==> config.mk <==
export PLATFORM = sky130hd
export DESIGN_NAME = ahb_input_stage
export DESIGN_NICKNAME = d
export VERILOG_FILES = /design/src/design/ahb_input_pkg.sv /design/src/design/ahb_input_stage.sv /design/src/design/burst_fixup.sv /design/src/design/input_hold.sv /design/src/design/wrap_boundary.sv
export VERILOG_INCLUDE_DIRS = /design/src /design/src/design
export SDC_FILE = /design/constraint.sdc
export NUM_CORES = 1
export LEC_CHECK = 0
export BUFFER_PORTS_ARGS = -buffer_cell sky130_fd_sc_hd__buf_2
export CAP_MARGIN = 20
export CORE_UTILIZATION = 46
export CTS_BUF_LIST = sky130_fd_sc_hd__clkbuf_8 sky130_fd_sc_hd__clkbuf_16
export DETAILED_ROUTE_END_ITERATION = 12
export PLACE_DENSITY = 0.77
export SLEW_MARGIN = 20
export SYNTH_ARGS = -nofsm -noshare
export SYNTH_HDL_FRONTEND = slang
export SYNTH_HIERARCHICAL = 1
export SYNTH_SLANG_ARGS = --single-unit
==> constraint.sdc <==
create_clock -name HCLK -period 1.3 [get_ports HCLK]
set_input_delay 0.13 -clock HCLK [delete_from_list [all_inputs] [get_ports HCLK]]
set_output_delay 0.13 -clock HCLK [all_outputs]
set_load 0.02 [all_outputs]
==> src/design/ahb_input_macros.svh <==
/*
  AHB field widths plus HTRANS, HBURST and HRESP encodings
*/
`ifndef AHB_INPUT_MACROS_SVH
`define AHB_INPUT_MACROS_SVH

// Bus field widths
`define AHB_ADDR_W   32
`define AHB_TRANS_W  2
`define AHB_SIZE_W   3
`define AHB_BURST_W  3
`define AHB_PROT_W   4
`define AHB_RESP_W   2

// HTRANS
`define TRN_IDLE     2'b00   // No transfer
`define TRN_BUSY     2'b01   // Manager inserting a wait beat
`define TRN_NONSEQ   2'b10   // First beat or single
`define TRN_SEQ      2'b11   // Follow-on burst beat

// HBURST
`define BUR_SINGLE   3'b000
`define BUR_INCR     3'b001  // Undefined length
`define BUR_WRAP4    3'b010
`define BUR_INCR4    3'b011
`define BUR_WRAP8    3'b100
`define BUR_INCR8    3'b101
`define BUR_WRAP16   3'b110
`define BUR_INCR16   3'b111

// HRESP, only the two used here
`define RSP_OKAY     2'b00
`define RSP_ERROR    2'b01

`endif

==> src/design/ahb_input_pkg.sv <==
/*
  Vector typedefs for AHB fields and the packed address-phase struct
*/
`include "ahb_input_macros.svh"

package ahb_input_pkg;

  // ----------------------------------------------------------------------
  // Field types
  // ----------------------------------------------------------------------
  typedef logic [`AHB_ADDR_W-1:0]  haddr_t;   // HADDR
  typedef logic [`AHB_TRANS_W-1:0] htrans_t;  // HTRANS
  typedef logic [`AHB_SIZE_W-1:0]  hsize_t;   // HSIZE
  typedef logic [`AHB_BURST_W-1:0] hburst_t;  // HBURST
  typedef logic [`AHB_PROT_W-1:0]  hprot_t;   // HPROT
  typedef logic [`AHB_RESP_W-1:0]  hresp_t;   // HRESP

  // Beat index inside a wrap window, up to 16 beats
  typedef logic [3:0] wrap_offset_t;

  // ----------------------------------------------------------------------
  // One address phase, 46 bits
  // ----------------------------------------------------------------------
  // Field order follows the manager port list
  typedef struct packed {
    logic    sel;    // Port select
    haddr_t  addr;   // Transfer address
    htrans_t trans;  // Transfer type
    logic    write;  // 1 for write
    hsize_t  size;   // Bytes per beat, log2
    hburst_t burst;  // Burst kind
    hprot_t  prot;   // Protection bits
  } ahb_addr_phase_t;

endpackage

==> src/design/ahb_input_stage.sv <==
/*
  AHB matrix input stage top: hold stage plus burst fixup
*/
`timescale 1ns/10ps

module ahb_input_stage (
  input  logic                           HCLK,
  input  logic                           HRESETn,
  // Manager address phase
  input  logic                           HSELS,
  input  ahb_input_pkg::haddr_t          HADDRS,
  input  ahb_input_pkg::htrans_t         HTRANSS,
  input  logic                           HWRITES,
  input  ahb_input_pkg::hsize_t          HSIZES,
  input  ahb_input_pkg::hburst_t         HBURSTS,
  input  ahb_input_pkg::hprot_t          HPROTS,
  input  logic                           HREADYS,
  // Output stage status
  input  logic                           active_ip,
  input  logic                           readyout_ip,
  input  ahb_input_pkg::hresp_t          resp_ip,
  // Manager response
  output logic                           HREADYOUTS,
  output ahb_input_pkg::hresp_t          HRESPS,
  // Toward output stage
  output ahb_input_pkg::ahb_addr_phase_t ip_phase,
  output logic                           held_tran_ip
);

  ahb_input_pkg::ahb_addr_phase_t in_phase;   // Packed manager inputs
  ahb_input_pkg::ahb_addr_phase_t mux_phase;  // Register or live phase
  ahb_input_pkg::htrans_t         sel_trans;
  logic                           load_reg;

  // ----------------------------------------------------------------------
  // Input packing
  // ----------------------------------------------------------------------
  assign in_phase.sel   = HSELS;
  assign in_phase.addr  = HADDRS;
  assign in_phase.trans = HTRANSS;
  assign in_phase.write = HWRITES;
  assign in_phase.size  = HSIZES;
  assign in_phase.burst = HBURSTS;
  assign in_phase.prot  = HPROTS;

  input_hold u_input_hold (
    .HCLK         (HCLK),
    .HRESETn      (HRESETn),
    .in_phase     (in_phase),
    .HREADYS      (HREADYS),
    .active_ip    (active_ip),
    .readyout_ip  (readyout_ip),
    .resp_ip      (resp_ip),
    .mux_phase    (mux_phase),
    .sel_trans    (sel_trans),
    .load_reg     (load_reg),
    .HREADYOUTS   (HREADYOUTS),
    .HRESPS       (HRESPS),
    .held_tran_ip (held_tran_ip)
  );

  // Burst repair sits after the mux
  burst_fixup u_burst_fixup (
    .HCLK      (HCLK),
    .HRESETn   (HRESETn),
    .in_phase  (in_phase),
    .mux_phase (mux_phase),
    .sel_trans (sel_trans),
    .load_reg  (load_reg),
    .HREADYS   (HREADYS),
    .active_ip (active_ip),
    .ip_phase  (ip_phase)
  );

endmodule

==> src/design/burst_fixup.sv <==
/*
  Early burst termination: burst override register and
  HTRANS/HBURST correction of the outgoing phase
*/
`timescale 1ns/10ps
`include "ahb_input_macros.svh"

module burst_fixup (
  input  logic                           HCLK,
  input  logic                           HRESETn,
  input  ahb_input_pkg::ahb_addr_phase_t in_phase,   // Live manager phase
  input  ahb_input_pkg::ahb_addr_phase_t mux_phase,  // From hold stage
  input  ahb_input_pkg::htrans_t         sel_trans,  // Raw HTRANS of mux_phase
  input  logic                           load_reg,
  input  logic                           HREADYS,
  input  logic                           active_ip,
  output ahb_input_pkg::ahb_addr_phase_t ip_phase    // To output stage
);

  logic burst_override;       // Burst was cut, finish as INCR
  logic burst_override_next;
  logic bound;                // Window boundary just crossed

  // ----------------------------------------------------------------------
  // Override tracking
  // ----------------------------------------------------------------------
  // A SEQ beat captured while another port owns the output
  // means the downstream burst was broken
  always_comb
  begin
    if (in_phase.trans == `TRN_NONSEQ || in_phase.trans == `TRN_IDLE)
      burst_override_next = 1'b0;      // New burst or end of burst
    else if (in_phase.trans == `TRN_SEQ && load_reg && !active_ip)
      burst_override_next = 1'b1;
    else
      burst_override_next = burst_override;
  end

  always_ff @(posedge HCLK)
  begin
    if (!HRESETn)
      burst_override <= 1'b0;
    else if (HREADYS)
      burst_override <= burst_override_next;
  end

  wrap_boundary u_wrap_boundary (
    .HCLK    (HCLK),
    .HRESETn (HRESETn),
    .addr    (in_phase.addr),
    .size    (in_phase.size),
    .burst   (in_phase.burst),
    .trans   (in_phase.trans),
    .HREADYS (HREADYS),
    .bound   (bound)
  );

  // ----------------------------------------------------------------------
  // Outgoing phase correction
  // ----------------------------------------------------------------------
  always_comb
  begin
    ip_phase = mux_phase;
    if (burst_override && sel_trans != `TRN_NONSEQ)
      ip_phase.burst = `BUR_INCR;                    // Unknown remaining length
    if (burst_override && bound)
      ip_phase.trans = {mux_phase.trans[1], 1'b0};   // SEQ->NONSEQ, BUSY->IDLE
  end

endmodule

==> src/design/input_hold.sv <==
/*
  Holding register, pending flag and pass-through mux
  Response generation toward the manager
*/
`timescale 1ns/10ps
`include "ahb_input_macros.svh"

module input_hold (
  input  logic                           HCLK,
  input  logic                           HRESETn,
  input  ahb_input_pkg::ahb_addr_phase_t in_phase,     // Live manager address phase
  input  logic                           HREADYS,      // Bus-wide ready
  input  logic                           active_ip,    // Output stage serving this port
  input  logic                           readyout_ip,  // Ready from output stage
  input  ahb_input_pkg::hresp_t          resp_ip,      // Response from output stage
  output ahb_input_pkg::ahb_addr_phase_t mux_phase,    // Selected phase
  output ahb_input_pkg::htrans_t         sel_trans,    // Unmodified HTRANS of selected phase
  output logic                           load_reg,     // Capture strobe
  output logic                           HREADYOUTS,
  output ahb_input_pkg::hresp_t          HRESPS,
  output logic                           held_tran_ip  // Request to output stage
);

  ahb_input_pkg::ahb_addr_phase_t reg_phase;  // Captured address phase
  logic addr_valid;  // Active transfer to this port
  logic data_valid;  // Data phase of an active transfer
  logic pend_next;
  logic pend_reg;    // Held transfer waiting for output stage

  // ----------------------------------------------------------------------
  // Capture
  // ----------------------------------------------------------------------
  assign addr_valid = in_phase.sel & in_phase.trans[1];  // NONSEQ or SEQ only
  assign load_reg   = addr_valid & HREADYS;

  always_ff @(posedge HCLK)
  begin
    if (!HRESETn)
      reg_phase <= '0;
    else if (load_reg)
      reg_phase <= in_phase;  // Every accepted beat, replayed only if pending
  end

  // Data phase follows an accepted address phase
  always_ff @(posedge HCLK)
  begin
    if (!HRESETn)
      data_valid <= 1'b0;
    else if (HREADYS)
      data_valid <= addr_valid;
  end

  // ----------------------------------------------------------------------
  // Pending flag
  // ----------------------------------------------------------------------
  // Set when the output stage cannot take the beat now.
  // Cleared once the replay is driven and accepted downstream.
  always_comb
  begin
    if (load_reg && !active_ip)
      pend_next = 1'b1;
    else if (active_ip && readyout_ip)
      pend_next = 1'b0;
    else
      pend_next = pend_reg;
  end

  always_ff @(posedge HCLK)
  begin
    if (!HRESETn)
      pend_reg <= 1'b0;
    else
      pend_reg <= pend_next;
  end

  assign held_tran_ip = load_reg | pend_reg;  // Live beat or held beat

  // ----------------------------------------------------------------------
  // Pass-through mux
  // ----------------------------------------------------------------------
  always_comb
  begin
    if (pend_reg)
    begin
      mux_phase       = reg_phase;
      mux_phase.sel   = 1'b1;         // Held beat always selects
      mux_phase.trans = `TRN_NONSEQ;  // Replay starts fresh downstream
    end
    else
    begin
      mux_phase = in_phase;           // Straight through
    end
  end

  // Burst logic needs the original type, not the forced NONSEQ
  assign sel_trans = pend_reg ? reg_phase.trans : in_phase.trans;

  // ----------------------------------------------------------------------
  // Response
  // ----------------------------------------------------------------------
  always_comb
  begin
    if (!data_valid)
    begin
      HREADYOUTS = 1'b1;         // Idle, busy or not selected
      HRESPS     = `RSP_OKAY;
    end
    else if (pend_reg)
    begin
      HREADYOUTS = 1'b0;         // Stall until replay completes
      HRESPS     = `RSP_OKAY;
    end
    else
    begin
      HREADYOUTS = readyout_ip;  // Forward output stage response
      HRESPS     = resp_ip;
    end
  end

endmodule

==> src/design/wrap_boundary.sv <==
/*
  Wrap-window boundary detection with registered flag
*/
`timescale 1ns/10ps
`include "ahb_input_macros.svh"

module wrap_boundary (
  input  logic                    HCLK,
  input  logic                    HRESETn,
  input  ahb_input_pkg::haddr_t   addr,
  input  ahb_input_pkg::hsize_t   size,
  input  ahb_input_pkg::hburst_t  burst,
  input  ahb_input_pkg::htrans_t  trans,
  input  logic                    HREADYS,
  output logic                    bound    // Last beat of window accepted
);

  ahb_input_pkg::wrap_offset_t offset_addr;  // Beat index from address
  ahb_input_pkg::wrap_offset_t check_addr;   // Masked to window length
  logic bound_next;
  logic bound_en;

  // Beat index, address scaled by transfer size
  always_comb
  begin
    case (size)
      3'b000:  offset_addr = addr[3:0];  // Byte
      3'b001:  offset_addr = addr[4:1];  // Halfword
      3'b010:  offset_addr = addr[5:2];  // Word
      3'b011:  offset_addr = addr[6:3];  // Doubleword
      default: offset_addr = addr[3:0];  // Wider sizes not handled
    endcase
  end

  // Keep only the bits inside the window, pad the rest with ones
  always_comb
  begin
    case (burst)
      `BUR_WRAP4:  check_addr = {2'b11, offset_addr[1:0]};
      `BUR_WRAP8:  check_addr = {1'b1, offset_addr[2:0]};
      `BUR_WRAP16: check_addr = offset_addr;
      default:     check_addr = 4'b0000;  // SINGLE and INCRx never wrap
    endcase
  end

  assign bound_next = &check_addr;
  assign bound_en   = trans[1] & HREADYS;  // Accepted active beat

  always_ff @(posedge HCLK)
  begin
    if (!HRESETn)
      bound <= 1'b0;
    else if (bound_en)
      bound <= bound_next;
  end

endmodule

# After elaboration in Yosys (flattened, before gate mapping)
# Cells that the tools add are included.
# W data, S select, Z words.
# word_totals
reg_bits,49
output_inout_bits,50
# op_classes
n_eq_ne,9
muxes,14
n_bitwise,4
reduce_logical,13
# ops
operator,count
$mux W46,1
$pmux W4 S3,2
$eq A3 B2 Y1 const B,3
$mux W1,7
$eq A3 B3 Y1 const B,2
$logic_and A1 B1 Y1,6
$mux W2,3
$eq A2 B2 Y1 const B,2
$reduce_and A4 Y1,1
$reduce_bool A2 Y1,2
$and A1 B1 Y1,3
$eq A3 B1 Y1 const B,1
$mux W3,1
$logic_not A2 Y1,1
$ne A2 B2 Y1 const B,1
$reduce_and A2 Y1,1
$logic_not A1 Y1,1
$logic_or A1 B1 Y1,1
$or A1 B1 Y1,1

# Depth between registers and ports, before layout
# logic_depth
ltp_word,6
depth_mapped,6
ltp_nobuf,4

# Modules after synthesis
# Netlist, hierarchy kept.
# by_module_without_submodules
mod,instances,cells_each,area_per_inst_um2
input_hold,1,261,2441.1
burst_fixup,1,51,396.6
wrap_boundary,1,28,227.7

# Worst setup path before layout
# OpenSTA, ideal clock, no wires.
# synth_path
path_type,register to output
start,reg u_input_hold.pend_reg
end,out ip_phase[5] (netlist name)
t_arrival_ns,1.402
required_ns,1.170
setup_slack_ns,-0.232
stages_incl_launch_ff,6
n_path_buf,2
cell_sequence,dfxtp_1 -> buf_2 -> buf_2 -> mux2_2 -> nand2b_1 -> a21boi_0
# synth_lines
item,line,text
from (decl),input_hold.sv:28,logic pend_reg;
from (signal assigned),input_hold.sv:73,pend_reg <= pend_next;
to (decl),ahb_input_stage.sv:26,"output ahb_input_pkg::ahb_addr_phase_t ip_phase,"

==> results.py <==
metrics = {
    "status": {
        "status": "complete, but fails checks",
        "violations": "negative setup slack",
    },
    "setup_path": {
        "r2r_end": "u_input_hold/pend_reg",
        "worstSetupEndpointType": "output port",
        "worst_r2r_startpoint": "u_input_hold/pend_reg",
        "timing_worst_setup_path_type": "reg2out",
        "required_ns": 1.17,
        "cp.arrival_ns": 1.46,
        "cp-start-kind": "flip-flop",
        "crit_fanout": 10,
        "reg2reg_slack_ns": 0.21,
        "rr_worst_depth": 4,
    },
    "floorplanning": {
        "pin_count": 103,
        "die_area_um2": 6990,
        "fp.dieW_um": 83.6,
        "coreArea_um2": 6390,
        "die_h_um": 83.6,
        "rows": 29,
        "start_util_pct": 48.0,
    },
    "logic_synthesis": {
        "yosysSeqAreaShare_pct": 32.0,
        "yosys_warnings": 6,
        "synth_area_um2": 3070,
        "synthArstFlopShare_pct": 0,
        "synth-main-ff-cell": "dfxtp_1",
        "synthTopCellsByCount": "nand2_1, dfxtp_1, mux2i_1",
        "synth_top_area_cell": "dfxtp_1",
        "netlist.area_leader.share_pct": 32.0,
        "ys_seq_elements": 49,
        "synth_edf_count": 0,
        "yosys-top-cells-area": "dfxtp_1, mux2_2, mux2i_1",
        "yosysMostFrequentCell": "nand2_1",
        "syn_avg_cell_area_um2": 9.02,
        "synthesis.nets": 393,
        "synth_cell_types": 31,
        "synthCells": 340,
    },
    "power": {
        "irDropWorstVdd_uv": 688,
        "p_total_uw": 3470,
        "power_density_nw_per_um2": 941,
        "leakage_uw": 0.00162,
    },
    "final_layout": {
        "final_core_util_pct": 57.7,
        "largest_reg_flops": 45,
        "syn2layout_area_growth_pct": 20.2,
        "num-nets-final": 455,
        "antenna_cells": 0,
        "regMostFlops": "u_input_hold/reg_phase",
        "drive_gt1_share_pct": 45.4,
    },
    "global_route": {
        "grt-ovfl-total": 0,
        "antenna_found_initial": 0,
        "grt_max_degree": 35,
        "grt_pass1_vias": 2303,
        "grt_pass1_wl_um": 10600,
        "track_usage_pct": 18.4,
    },
    "sta": {
        "fmax_mhz": 629,
        "rsz0062_at_grt": "true",
        "hold_ws_ns": 0.0785,
        "maxSlewHeadroom_pct": 75.9,
        "worstMarginPinSlew_ns": 0.356,
        "hold_violations": 0,
        "fin_ws_ns": -0.290,
        "period_share_pct": 122,
        "skew_ns": 0,
        "final.min_clock_period_ns": 1.59,
        "slew_violations": 0,
        "setup_violations": 50,
    },
    "clock_tree": {
        "path_clk_slew_ns": 0.09,
        "cts_max_path_buffers": 2,
        "numCtsBuffers": 5,
        "insertion_delay_ns": 0.29,
        "root_buffer": "clkbuf_8",
        "ctsHoldBuffers": 0,
        "cts_tree": "done",
        "cts_sinks": 49,
        "htreeDepth": 2,
    },
    "min_path": {
        "hp-class": "in2reg",
        "whs_path_depth": 3,
        "hold_path_end": "u_input_hold/reg_phase[36]",
        "hp-start": "HADDRS[23]",
    },
    "flow_run": {
        "maxCapViolCount": 0,
    },
    "route": {
        "avgRoutedWirePerCell_um": 13.4,
        "vias": 2435,
        "firstDrtPassIters": 4,
        "drt_iter0_drc": 78,
        "postRouteAntennaNets": 0,
        "via_per_inst": 5.07,
        "wirelength_um": 6440,
        "drc": 0,
    },
    "place": {
        "globalplace.congestion": 0.772,
        "dp_hpwl_um": 4550,
        "pre_cts_slack_ns": -0.0925,
        "io_buffers": 102,
    },
}
-- cells in the final DEF, fill, tap and decap left out, drive strengths merged, types with 2 or more instances in the layout --
cell | synthesis | layout
a21oi | 3 | 3
mux2 | 46 | 46
clkbuf | 9 | 6
and4b | 2 | 2
nand2 | 90 | 90
or2 | 3 | 3
nor2b | 2 | 2
o21a | 3 | 3
nand2b | 2 | 2
mux2i | 47 | 47
inv | 4 | 5
a21boi | 4 | 4
a21o | 3 | 3
dfxtp | 49 | 49
buf | 56 | 120
nand3 | 2 | 2
o211ai | 2 | 2
and3b | 2 | 2
-- final cells by class --
type,instances,area [um2]
Clock buffer,6,82.6
Clock inverter,2,33.8
Fill cell,590,2700
Inverter,4,15.0
Multi-Input combinational cell,222,1670
Sequential cell,49,985
Tap cell,77,96.3
Timing Repair Buffer,120,797
-- kinds of logic (layout without fill, tap and decap cells) --
group / count (synthesis) / count (layout) / share of synthesized area (%)
and+or+nand+nor: 107 / 107 / 15.0
DFF: 49 / 49 / 32.0
buffers and inverters: 69 / 132 / 15.1
muxes: 93 / 93 / 32.2
AOI/OAI and AO/OA: 22 / 22 / 5.63
-- metal layers --
metal  routed length (um)  GRT usage [%]  up-vias
met1                 3030           23.3     1128
met2                 3050           32.4       77
met3                  327           3.36        4
met5                    0              0        -
met4                   31           3.70        0
li1                     -              -     1226
-- power by group --
part | total (uW) | internal [uW] | switching [uW]
registers | 1580 | 1550 | 28.6
clock network | 1120 | 620 | 495
logic | 774 | 370 | 403
-- worst max-delay path: stages (launching register included) --
cell     delay (ns)
dfxtp_4        0.39
buf_12         0.13
buf_12         0.13
mux2_2         0.34
buf_2          0.16
-- worst max-delay path by stage --
stage | from | to | depth (start not counted)
CTS | u_input_hold/pend_reg | ip_phase[3] | 4
floorplan | u_input_hold/pend_reg | ip_phase[5] | 5
detailed placement | u_input_hold/pend_reg | ip_phase[5] | 5
global route | u_input_hold/pend_reg | ip_phase[4] | 5
finish | u_input_hold/pend_reg | ip_phase[32] | 4
global placement | u_input_hold/pend_reg | ip_phase[39] | 3
-- what timing repair did --
item	in CTS	in global routing
buffers inserted	4	0
gates cloned	1	0
pin swaps	3	0
setup endpoints to repair	50	50
resized for setup	45	2
-- metrics by stage --
step | instances | instance area, um2 | setup TNS [ns]
2_1_floorplan | 340 | 3080 | -0.121
3_3_place_gp | 469 | 3370 | -0.779
3_5_place_dp | 469 | 3370 | -1.55
4_1_cts | 480 | 3680 | -11.64
5_1_grt | 480 | 3680 | -13.27
6_report | 480 | 3680 | -10.75
(Power assumes the default switching activity.)
